**config.mk**
```make
export PLATFORM = sky130hd
export DESIGN_NAME = awg_top
export DESIGN_NICKNAME = d
export VERILOG_FILES = /design/src/common/awg_pkg.sv /design/src/common/awg_cfg_if.sv /design/src/rtl/awg_top.sv /design/src/awg/awg_sequencer.sv /design/src/awg/sample_buffer.sv /design/src/awg/dma_writer.sv /design/src/rtl/apb_regs.sv
export SDC_FILE = /design/constraint.sdc
export NUM_CORES = 2
export LEC_CHECK = 0
export BUFFER_PORTS_ARGS = -buffer_cell sky130_fd_sc_hd__clkbuf_2
export CAP_MARGIN = 5
export CORE_MARGIN = 1.5
export CORE_UTILIZATION = 25
export DETAILED_ROUTE_END_ITERATION = 16
export PLACE_DENSITY = 0.41
export SYNTH_ARGS = -nofsm -noshare
export SYNTH_HDL_FRONTEND = slang
export SYNTH_SLANG_ARGS = --single-unit
```
**constraint.sdc**
```tcl
create_clock -name dma_clk -period 5.11 [get_ports dma_clk]
set_clock_uncertainty 0.05 [all_clocks]
set_input_delay 0.2555 -clock dma_clk [delete_from_list [all_inputs] [get_ports dma_clk]]
set_output_delay 0.2555 -clock dma_clk [all_outputs]
set_load 0.1 [all_outputs]
```
**src/common/awg_pkg.sv**
```systemverilog
// --------------------
// sizes, APB register map and enums shared by the AWG blocks
// --------------------
`default_nettype none

package awg_pkg;

  // output channels, each with its own waveform
  localparam int CHANNELS = 2;

  // buffer words per channel
  localparam int DEPTH  = 64;
  localparam int ADDR_W = $clog2(DEPTH);

  // one stream word holds a sample for every channel, channel 0 in the low bits
  localparam int SAMPLE_W = 16;
  localparam int WORD_W   = CHANNELS * SAMPLE_W;

  localparam int BURST_W = 8;

  localparam int APB_AW = 5;
  localparam int APB_DW = 32;

  // per-channel fields in DEPTH, BURST and TRIG sit this far apart
  localparam int FIELD_STRIDE = 8;

  localparam logic [APB_AW-1:0] REG_CTRL   = 5'h00;
  localparam logic [APB_AW-1:0] REG_STATUS = 5'h04;
  localparam logic [APB_AW-1:0] REG_DEPTH  = 5'h08;
  localparam logic [APB_AW-1:0] REG_BURST  = 5'h0C;
  localparam logic [APB_AW-1:0] REG_TRIG   = 5'h10;

  typedef enum logic [1:0] {
    ST_IDLE   = 2'd0,
    ST_LOAD   = 2'd1,
    ST_LOADED = 2'd2,
    ST_PLAY   = 2'd3
  } awg_state_e;

  // code 3 is not named and acts like TRIG_NONE
  typedef enum logic [1:0] {
    TRIG_NONE  = 2'd0,
    TRIG_EVERY = 2'd1,
    TRIG_FIRST = 2'd2
  } trig_mode_e;

endpackage

`default_nettype wire
```
**src/common/awg_cfg_if.sv**
```systemverilog
// --------------------
// configuration, command pulses and status shared by the
// register block, the stream writer and the sequencer
// --------------------
`default_nettype none

interface awg_cfg_if import awg_pkg::*; ();

  // configuration from the register block
  logic [CHANNELS-1:0][ADDR_W-1:0]  depth_m1;
  logic [CHANNELS-1:0][BURST_W-1:0] burst_len;
  trig_mode_e [CHANNELS-1:0]        trig_mode;

  // one-cycle command pulses
  logic arm;
  logic start;
  logic stop;

  // status
  awg_state_e state;
  logic       load_done;
  logic       xfer_error;

  modport regs (
    output depth_m1, burst_len, trig_mode, arm, start, stop,
    input  state, xfer_error
  );

  modport seq (
    output state,
    input  depth_m1, burst_len, trig_mode, arm, start, stop, load_done, xfer_error
  );

  modport writer (
    output load_done, xfer_error,
    input  depth_m1, state, arm
  );

endinterface

`default_nettype wire

```
**src/rtl/awg_top.sv**
```systemverilog
// --------------------
// AWG top level: APB config, stream load, DAC sample outputs
// --------------------
`default_nettype none

module awg_top import awg_pkg::*; (
  input  wire logic                dma_clk,
  input  wire logic                rst_i,
  // APB
  input  wire logic                psel_i,
  input  wire logic                penable_i,
  input  wire logic                pwrite_i,
  input  wire logic [APB_AW-1:0]   paddr_i,
  input  wire logic [APB_DW-1:0]   pwdata_i,
  output logic      [APB_DW-1:0]   prdata_o,
  output logic                     pready_o,
  output logic                     pslverr_o,
  // sample stream
  input  wire logic [WORD_W-1:0]   s_tdata_i,
  input  wire logic                s_tvalid_i,
  input  wire logic                s_tlast_i,
  output logic                     s_tready_o,
  // DAC side
  output logic      [WORD_W-1:0]   dac_data_o,
  output logic      [CHANNELS-1:0] dac_valid_o,
  output logic      [CHANNELS-1:0] dac_trigger_o
);

  logic                              wr_en;
  logic [ADDR_W-1:0]                 wr_addr;
  logic [WORD_W-1:0]                 wr_data;
  logic [CHANNELS-1:0][ADDR_W-1:0]   rd_addr;
  logic [CHANNELS-1:0][SAMPLE_W-1:0] rd_data;

  awg_cfg_if cfg ();

  apb_regs u_regs (
    .dma_clk   (dma_clk),
    .rst_i     (rst_i),
    .psel_i    (psel_i),
    .penable_i (penable_i),
    .pwrite_i  (pwrite_i),
    .paddr_i   (paddr_i),
    .pwdata_i  (pwdata_i),
    .prdata_o  (prdata_o),
    .pready_o  (pready_o),
    .pslverr_o (pslverr_o),
    .cfg       (cfg.regs)
  );

  dma_writer u_writer (
    .dma_clk    (dma_clk),
    .rst_i      (rst_i),
    .s_tdata_i  (s_tdata_i),
    .s_tvalid_i (s_tvalid_i),
    .s_tlast_i  (s_tlast_i),
    .s_tready_o (s_tready_o),
    .wr_en_o    (wr_en),
    .wr_addr_o  (wr_addr),
    .wr_data_o  (wr_data),
    .cfg        (cfg.writer)
  );

  sample_buffer u_buffer (
    .dma_clk   (dma_clk),
    .wr_en_i   (wr_en),
    .wr_addr_i (wr_addr),
    .wr_data_i (wr_data),
    .rd_addr_i (rd_addr),
    .rd_data_o (rd_data)
  );

  awg_sequencer u_seq (
    .dma_clk       (dma_clk),
    .rst_i         (rst_i),
    .rd_data_i     (rd_data),
    .rd_addr_o     (rd_addr),
    .dac_data_o    (dac_data_o),
    .dac_valid_o   (dac_valid_o),
    .dac_trigger_o (dac_trigger_o),
    .cfg           (cfg.seq)
  );

endmodule

`default_nettype wire

```
**src/awg/awg_sequencer.sv**
```systemverilog
// --------------------
// AWG state machine and per-channel playback: walks each waveform
// burst_len times and lines valid and trigger up with buffer data
// --------------------
`default_nettype none

module awg_sequencer import awg_pkg::*; (
  input  wire logic                                 dma_clk,
  input  wire logic                                 rst_i,
  input  wire logic    [CHANNELS-1:0][SAMPLE_W-1:0] rd_data_i,
  output logic         [CHANNELS-1:0][ADDR_W-1:0]   rd_addr_o,
  output logic         [WORD_W-1:0]                 dac_data_o,
  output logic         [CHANNELS-1:0]               dac_valid_o,
  output logic         [CHANNELS-1:0]               dac_trigger_o,
  awg_cfg_if.seq                                    cfg
);

  awg_state_e state_q;

  logic [CHANNELS-1:0][ADDR_W-1:0]  cnt_q;
  logic [CHANNELS-1:0][BURST_W-1:0] pass_q;
  logic [CHANNELS-1:0]              active_q;
  logic [CHANNELS-1:0]              trig_a;
  logic [CHANNELS-1:0]              valid_q;
  logic [CHANNELS-1:0]              trig_q;

  logic arm_ok;
  logic start_ok;

  // arm wins over start when both arrive in ST_LOADED
  assign arm_ok   = cfg.arm && ((state_q == ST_IDLE) || (state_q == ST_LOADED));
  assign start_ok = cfg.start && !cfg.arm && (state_q == ST_LOADED);

  always_ff @(posedge dma_clk) begin
    if (rst_i) begin
      state_q <= ST_IDLE;
    end else if (cfg.stop) begin
      state_q <= ST_IDLE;
    end else begin
      case (state_q)
        ST_IDLE: begin
          if (arm_ok) state_q <= ST_LOAD;
        end
        ST_LOAD: begin
          if (cfg.load_done) state_q <= ST_LOADED;
        end
        ST_LOADED: begin
          if (arm_ok) begin
            state_q <= ST_LOAD;
          end else if (start_ok) begin
            state_q <= ST_PLAY;
          end
        end
        ST_PLAY: begin
          // last address went out last cycle, its sample shows now
          if (active_q == '0) state_q <= ST_LOADED;
        end
        default: begin
          state_q <= ST_IDLE;
        end
      endcase
    end
  end

  assign cfg.state = state_q;

  // address stage: sample and pass counters per channel
  always_ff @(posedge dma_clk) begin
    if (rst_i) begin
      cnt_q    <= '0;
      pass_q   <= '0;
      active_q <= '0;
    end else if (cfg.stop) begin
      active_q <= '0;
    end else if (start_ok) begin
      cnt_q  <= '0;
      pass_q <= '0;
      for (int c = 0; c < CHANNELS; c++) begin
        active_q[c] <= (cfg.burst_len[c] != '0);
      end
    end else begin
      for (int c = 0; c < CHANNELS; c++) begin
        if (active_q[c]) begin
          if (cnt_q[c] == cfg.depth_m1[c]) begin
            cnt_q[c] <= '0;
            if (pass_q[c] == cfg.burst_len[c] - 1'b1) begin
              active_q[c] <= 1'b0;
            end else begin
              pass_q[c] <= pass_q[c] + 1'b1;
            end
          end else begin
            cnt_q[c] <= cnt_q[c] + 1'b1;
          end
        end
      end
    end
  end

  // trigger on sample 0, every pass or only the first
  always_comb begin
    for (int c = 0; c < CHANNELS; c++) begin
      trig_a[c] = active_q[c] && (cnt_q[c] == '0) &&
                  ((cfg.trig_mode[c] == TRIG_EVERY) ||
                   ((cfg.trig_mode[c] == TRIG_FIRST) && (pass_q[c] == '0)));
    end
  end

  assign rd_addr_o = cnt_q;

  // one stage delay to match the buffer read latency
  always_ff @(posedge dma_clk) begin
    if (rst_i || cfg.stop) begin
      valid_q <= '0;
      trig_q  <= '0;
    end else begin
      valid_q <= active_q;
      trig_q  <= trig_a;
    end
  end

  assign dac_data_o    = rd_data_i;
  assign dac_valid_o   = valid_q;
  assign dac_trigger_o = trig_q;

endmodule

`default_nettype wire

```
**src/awg/sample_buffer.sv**
```systemverilog
// --------------------
// one sample memory per channel, shared write port,
// independent registered reads
// --------------------
`default_nettype none

module sample_buffer import awg_pkg::*; (
  input  wire logic                              dma_clk,
  input  wire logic                              wr_en_i,
  input  wire logic [ADDR_W-1:0]                 wr_addr_i,
  input  wire logic [WORD_W-1:0]                 wr_data_i,
  input  wire logic [CHANNELS-1:0][ADDR_W-1:0]   rd_addr_i,
  output logic      [CHANNELS-1:0][SAMPLE_W-1:0] rd_data_o
);

  for (genvar c = 0; c < CHANNELS; c++) begin : g_chan
    logic [SAMPLE_W-1:0] mem [DEPTH];
    logic [SAMPLE_W-1:0] rd_q;

    // each channel stores its own slice of the stream word
    always_ff @(posedge dma_clk) begin
      if (wr_en_i) begin
        mem[wr_addr_i] <= wr_data_i[c*SAMPLE_W +: SAMPLE_W];
      end
    end

    always_ff @(posedge dma_clk) begin
      rd_q <= mem[rd_addr_i[c]];
    end

    assign rd_data_o[c] = rd_q;
  end

endmodule

`default_nettype wire

```
**src/awg/dma_writer.sv**
```systemverilog
// --------------------
// takes stream words while loading, writes them to the sample
// buffer and checks that tlast lands on the last word of the frame
// --------------------
`default_nettype none

module dma_writer import awg_pkg::*; (
  input  wire logic              dma_clk,
  input  wire logic              rst_i,
  input  wire logic [WORD_W-1:0] s_tdata_i,
  input  wire logic              s_tvalid_i,
  input  wire logic              s_tlast_i,
  output logic                   s_tready_o,
  output logic                   wr_en_o,
  output logic      [ADDR_W-1:0] wr_addr_o,
  output logic      [WORD_W-1:0] wr_data_o,
  awg_cfg_if.writer              cfg
);

  logic [ADDR_W-1:0] frame_m1;
  logic [ADDR_W-1:0] idx_q;
  logic              drop_q;
  logic              err_q;
  logic              beat;
  logic              arm_ok;

  // frame length follows the deepest channel
  always_comb begin
    frame_m1 = '0;
    for (int c = 0; c < CHANNELS; c++) begin
      if (cfg.depth_m1[c] > frame_m1) begin
        frame_m1 = cfg.depth_m1[c];
      end
    end
  end

  assign s_tready_o = (cfg.state == ST_LOAD);
  assign beat       = s_tvalid_i && s_tready_o;
  assign arm_ok     = cfg.arm && ((cfg.state == ST_IDLE) || (cfg.state == ST_LOADED));

  // words after a missing tlast are swallowed, not written
  assign wr_en_o   = beat && !drop_q;
  assign wr_addr_o = idx_q;
  assign wr_data_o = s_tdata_i;

  // any tlast ends the load, good frame or not
  assign cfg.load_done  = beat && s_tlast_i;
  assign cfg.xfer_error = err_q;

  always_ff @(posedge dma_clk) begin
    if (rst_i) begin
      idx_q  <= '0;
      drop_q <= 1'b0;
      err_q  <= 1'b0;
    end else if (arm_ok) begin
      idx_q  <= '0;
      drop_q <= 1'b0;
      err_q  <= 1'b0;
    end else if (beat) begin
      if (drop_q) begin
        if (s_tlast_i) begin
          drop_q <= 1'b0;
        end
      end else if (s_tlast_i) begin
        // early tlast
        if (idx_q != frame_m1) begin
          err_q <= 1'b1;
        end
      end else if (idx_q == frame_m1) begin
        // last word came without tlast, drop until it shows up
        err_q  <= 1'b1;
        drop_q <= 1'b1;
      end else begin
        idx_q <= idx_q + 1'b1;
      end
    end
  end

endmodule

`default_nettype wire

```
**src/rtl/apb_regs.sv**
```systemverilog
// --------------------
// APB slave holding the AWG configuration; CTRL writes become
// registered command pulses, STATUS reflects the live state
// --------------------
`default_nettype none

module apb_regs import awg_pkg::*; (
  input  wire logic              dma_clk,
  input  wire logic              rst_i,
  input  wire logic              psel_i,
  input  wire logic              penable_i,
  input  wire logic              pwrite_i,
  input  wire logic [APB_AW-1:0] paddr_i,
  input  wire logic [APB_DW-1:0] pwdata_i,
  output logic      [APB_DW-1:0] prdata_o,
  output logic                   pready_o,
  output logic                   pslverr_o,
  awg_cfg_if.regs                cfg
);

  logic [CHANNELS-1:0][ADDR_W-1:0]  depth_q;
  logic [CHANNELS-1:0][BURST_W-1:0] burst_q;
  trig_mode_e [CHANNELS-1:0]        trig_q;

  logic              access;
  logic              busy;
  logic              bad_access;
  logic              cfg_wr;
  logic              ctrl_wr;
  logic [APB_DW-1:0] rd_data;

  logic arm_q;
  logic start_q;
  logic stop_q;

  // no wait states, every access phase completes at once
  assign pready_o = 1'b1;

  assign access  = psel_i && penable_i;
  assign busy    = (cfg.state == ST_LOAD) || (cfg.state == ST_PLAY);
  assign cfg_wr  = access && pwrite_i && !busy;
  assign ctrl_wr = access && pwrite_i && (paddr_i == REG_CTRL);

  // read mux and access checks
  always_comb begin
    rd_data    = '0;
    bad_access = 1'b0;
    case (paddr_i)
      REG_CTRL: begin
        bad_access = !pwrite_i;
      end
      REG_STATUS: begin
        bad_access = pwrite_i;
        rd_data[1:0] = cfg.state;
        rd_data[2]   = cfg.xfer_error;
      end
      REG_DEPTH: begin
        bad_access = pwrite_i && busy;
        for (int c = 0; c < CHANNELS; c++) begin
          rd_data[c*FIELD_STRIDE +: ADDR_W] = depth_q[c];
        end
      end
      REG_BURST: begin
        bad_access = pwrite_i && busy;
        for (int c = 0; c < CHANNELS; c++) begin
          rd_data[c*FIELD_STRIDE +: BURST_W] = burst_q[c];
        end
      end
      REG_TRIG: begin
        bad_access = pwrite_i && busy;
        for (int c = 0; c < CHANNELS; c++) begin
          rd_data[c*FIELD_STRIDE +: 2] = trig_q[c];
        end
      end
      default: begin
        bad_access = 1'b1;
      end
    endcase
  end

  assign prdata_o  = (access && !pwrite_i) ? rd_data : '0;
  assign pslverr_o = access && bad_access;

  // configuration fields, locked while loading or playing
  always_ff @(posedge dma_clk) begin
    if (rst_i) begin
      depth_q <= '0;
      burst_q <= '0;
      trig_q  <= {CHANNELS{TRIG_NONE}};
    end else if (cfg_wr) begin
      for (int c = 0; c < CHANNELS; c++) begin
        if (paddr_i == REG_DEPTH) begin
          depth_q[c] <= pwdata_i[c*FIELD_STRIDE +: ADDR_W];
        end
        if (paddr_i == REG_BURST) begin
          burst_q[c] <= pwdata_i[c*FIELD_STRIDE +: BURST_W];
        end
        if (paddr_i == REG_TRIG) begin
          trig_q[c] <= trig_mode_e'(pwdata_i[c*FIELD_STRIDE +: 2]);
        end
      end
    end
  end

  // stop in the same write masks arm and start
  always_ff @(posedge dma_clk) begin
    if (rst_i) begin
      arm_q   <= 1'b0;
      start_q <= 1'b0;
      stop_q  <= 1'b0;
    end else begin
      arm_q   <= ctrl_wr && pwdata_i[0] && !pwdata_i[2];
      start_q <= ctrl_wr && pwdata_i[1] && !pwdata_i[2];
      stop_q  <= ctrl_wr && pwdata_i[2];
    end
  end

  assign cfg.depth_m1  = depth_q;
  assign cfg.burst_len = burst_q;
  assign cfg.trig_mode = trig_q;
  assign cfg.arm       = arm_q;
  assign cfg.start     = start_q;
  assign cfg.stop      = stop_q;

endmodule

`default_nettype wire

```
==> metrics <==
Startpoint Class flip-flop; Cells after Synth 3700; #FFs+latches synth 2159; Netlist Area Pre-Place 83300 um^2; Max clock buf depth 4; maximum net fanout on the critical path 32; Synth area leader edfxtp_1; Lkg Pwr 29.1 nW; WL/cell 27.2 um; wl on met1 108000 um; commonest non-fill, non-tap cell in the layout edfxtp_1; fillers 32.1k; H-tree depth 4; # Max-Cap Violations 0; total grt overflow 0; IO buf count 113; GRT Total Usage 0.138; Synth Flop Type edfxtp_1; final setup vio count 0; first-pass GRT wire length 329000 um; pre-CTS setup slack 1.15 ns; Rel. slew slack 0.159; core area 331000 um^2; cell family with most CP delay simple AND/OR/NAND/NOR gates; Synth-to-Final Area Change 17.8%; initial core utilization 0.252; Final period util 0.769; WP buf/inv 2; initial antenna violation count 14; DRT Wirelength 235000 um; Peak VDD IR 0.000278 V; DR iter-0 viols 3834; worst setup margin 1.18 ns; RSZ-0062 raised after global routing no; Top Ports 147; Via density 4.53; post-detail-place hpwl 132000 um; critical path cell sequence inv_1, nor2_1, nand2_1, nor3_1, nand3_1, nor2_4, buf_4; final core occ 0.296; CTS tree yes; Pwr Density 364 nW/um^2; DRT Pass-1 Iters 5; clock transition at the registers of the reported paths 0.07 ns; top layer in use met5; most frequent cells in the layout 2048 x edfxtp_1, 647 x mux4_2, 232 x clkbuf_16; remaining antenna violation count 0; Final Wtd Congestion 0.747; Critical Path Sink Type flip-flop; dominant cells by area after synthesis edfxtp_1 74%, mux4_2 17%, dfxtp_1 2.7%, nand2_1 0.59%, nor2_1 0.56%; Post-synth EDFFs 2048; Setup CP Type flip-flop to flip-flop; CP arrival 4.38 ns; WL met3 11500 um; die area 337000 um^2; largest net degree at the start of global routing 92; final total power 35.7 mW; Vias 39.2k; fraction of registers with async set/reset 0; fin. max-slew vios 0; Hold Crit Class input pin to flip-flop; status complete, no violations; Final Hold Fails 0; minimum clock period 3.93 ns; Min Hold Slack 0.0347 ns; max incr delay on CP 0.79 ns; Root Driver clkbuf_16; final net count 4179; fmax 254 MHz; Yosys top cell area share 0.738; clk sinks 2159; Worst-Margin Slew 1.26 ns; post-route DRC violation count 0; Clock Latency Late Sink 0.89 ns; met2 wire length 112000 um; WP data required 5.56 ns; row count 211; Mean Syn Cell Area 22.5 um^2; vias in the first global route 40.7k; die width 580 um; post-cts gate resize count 0; DIE HEIGHT 580 um; Max stage delay cell, worst path nand3_1; synth warn 0; setup TNS 0 ns; share of layout cells above drive strength 1 0.312; Cell variety after synth 58; cts bufs inserted 230; sequential area share after synthesis 0.765
[state kept, by name, indices dropped and copies added (netlist names)]
name                     flops
u_regs.cfg.depth_m1         12
u_writer.wr_addr_o           6
u_writer.drop_q              1
u_seq.dac_valid_o            2
u_seq.dac_trigger_o          2
u_regs.cfg.burst_len        16
u_buffer.g_chan.rd_q        32
u_regs.cfg.start             1
u_seq.cfg.state              2
u_seq.active_q               2
u_writer.cfg.xfer_error      1
u_regs.cfg.stop              1
u_buffer.g_chan.mem       2048
u_regs.cfg.trig_mode         4
u_seq.pass_q                16
u_seq.rd_addr_o             12
u_regs.cfg.arm               1
[synth_stat cells (26+ instances only)]
library cell / number
xor2_1: 27
nor2_1: 125
buf_2: 48
clkbuf_1: 107
dfxtp_1: 111
nand3_1: 26
a21oi_1: 56
xnor2_1: 34
nand2_1: 130
edfxtp_1: 2048
buf_4: 27
mux4_2: 647
[through the flow]
stage,instances,cell area [um^2]
floorplan,3715,83300
global placement,8152,90400
detailed placement,8152,90400
CTS,8632,98100
global route,8635,98100
finish,8639,98100
[kinds of logic after synthesis]
| kind of cell | synth area share |
|---|---|
| buf+inv | 0.0137 |
| mux | 0.179 |
| simple gates | 0.0217 |
| compound gates | 0.0115 |
| flops | 0.765 |
| fa+ha+maj | 0.00285 |
| other cells | 0.0000902 |
| xor+xnor | 0.00642 |
[area by class of cell]
| type | count | area (um^2) | share of cell area |
|---|---|---|---|
| Sequential cell | 2159 | 63800 | 0.650 |
| Inverter | 22 | 85.1 | 0.000867 |
| Timing Repair Buffer | 351 | 2790 | 0.0285 |
| Tap cell | 4366 | 5460 | 0.0557 |
| Multi-Input combinational cell | 1320 | 19000 | 0.193 |
| Antenna cell | 7 | 17.5 | 0.000179 |
| Clock buffer | 284 | 6070 | 0.0619 |
| Clock inverter | 130 | 940 | 0.00958 |
[layer usage]
layer,vias up,global-route usage
met5,-,0
met4,2,0.0312
met3,271,0.0220
met2,968,0.223
met1,21600,0.194
li1,16400,-
[report_power, final]
part / leakage [nW] / switching, mW / internal, mW
clock: 3.44 / 6.93 / 8.97
combinational: 6.37 / 0.370 / 0.0660
sequential: 19.3 / 0.00130 / 19.3
total: 29.1 / 7.30 / 28.4
[worst paths after layout]
check | startpoint | endpoint | slack [ns] | cells after the start
setup / recovery | u_seq.cfg.state[0]$_SDFFE_PP0P_ | u_buffer.g_chan[0].mem[30][2]$_DFFE_PP_ | 1.18 | 7
setup reg to reg | u_seq.cfg.state[0]$_SDFFE_PP0P_ | u_buffer.g_chan[0].mem[30][2]$_DFFE_PP_ | 1.18 | 7
hold / removal | s_tdata_i[28] | u_buffer.g_chan[1].mem[34][12]$_DFFE_PP_ | 0.03 | 2
hold reg to reg | u_seq.active_q[1]$_SDFF_PP0_ | u_seq.active_q[1]$_SDFF_PP0_ | 0.43 | 2
[what timing repair did]
item,in CTS,in global routing
hold endpoints to repair,1475,0
setup buffers,0,0
hold buffers,66,0
Note: power is estimated with default switching activity, not from simulation.
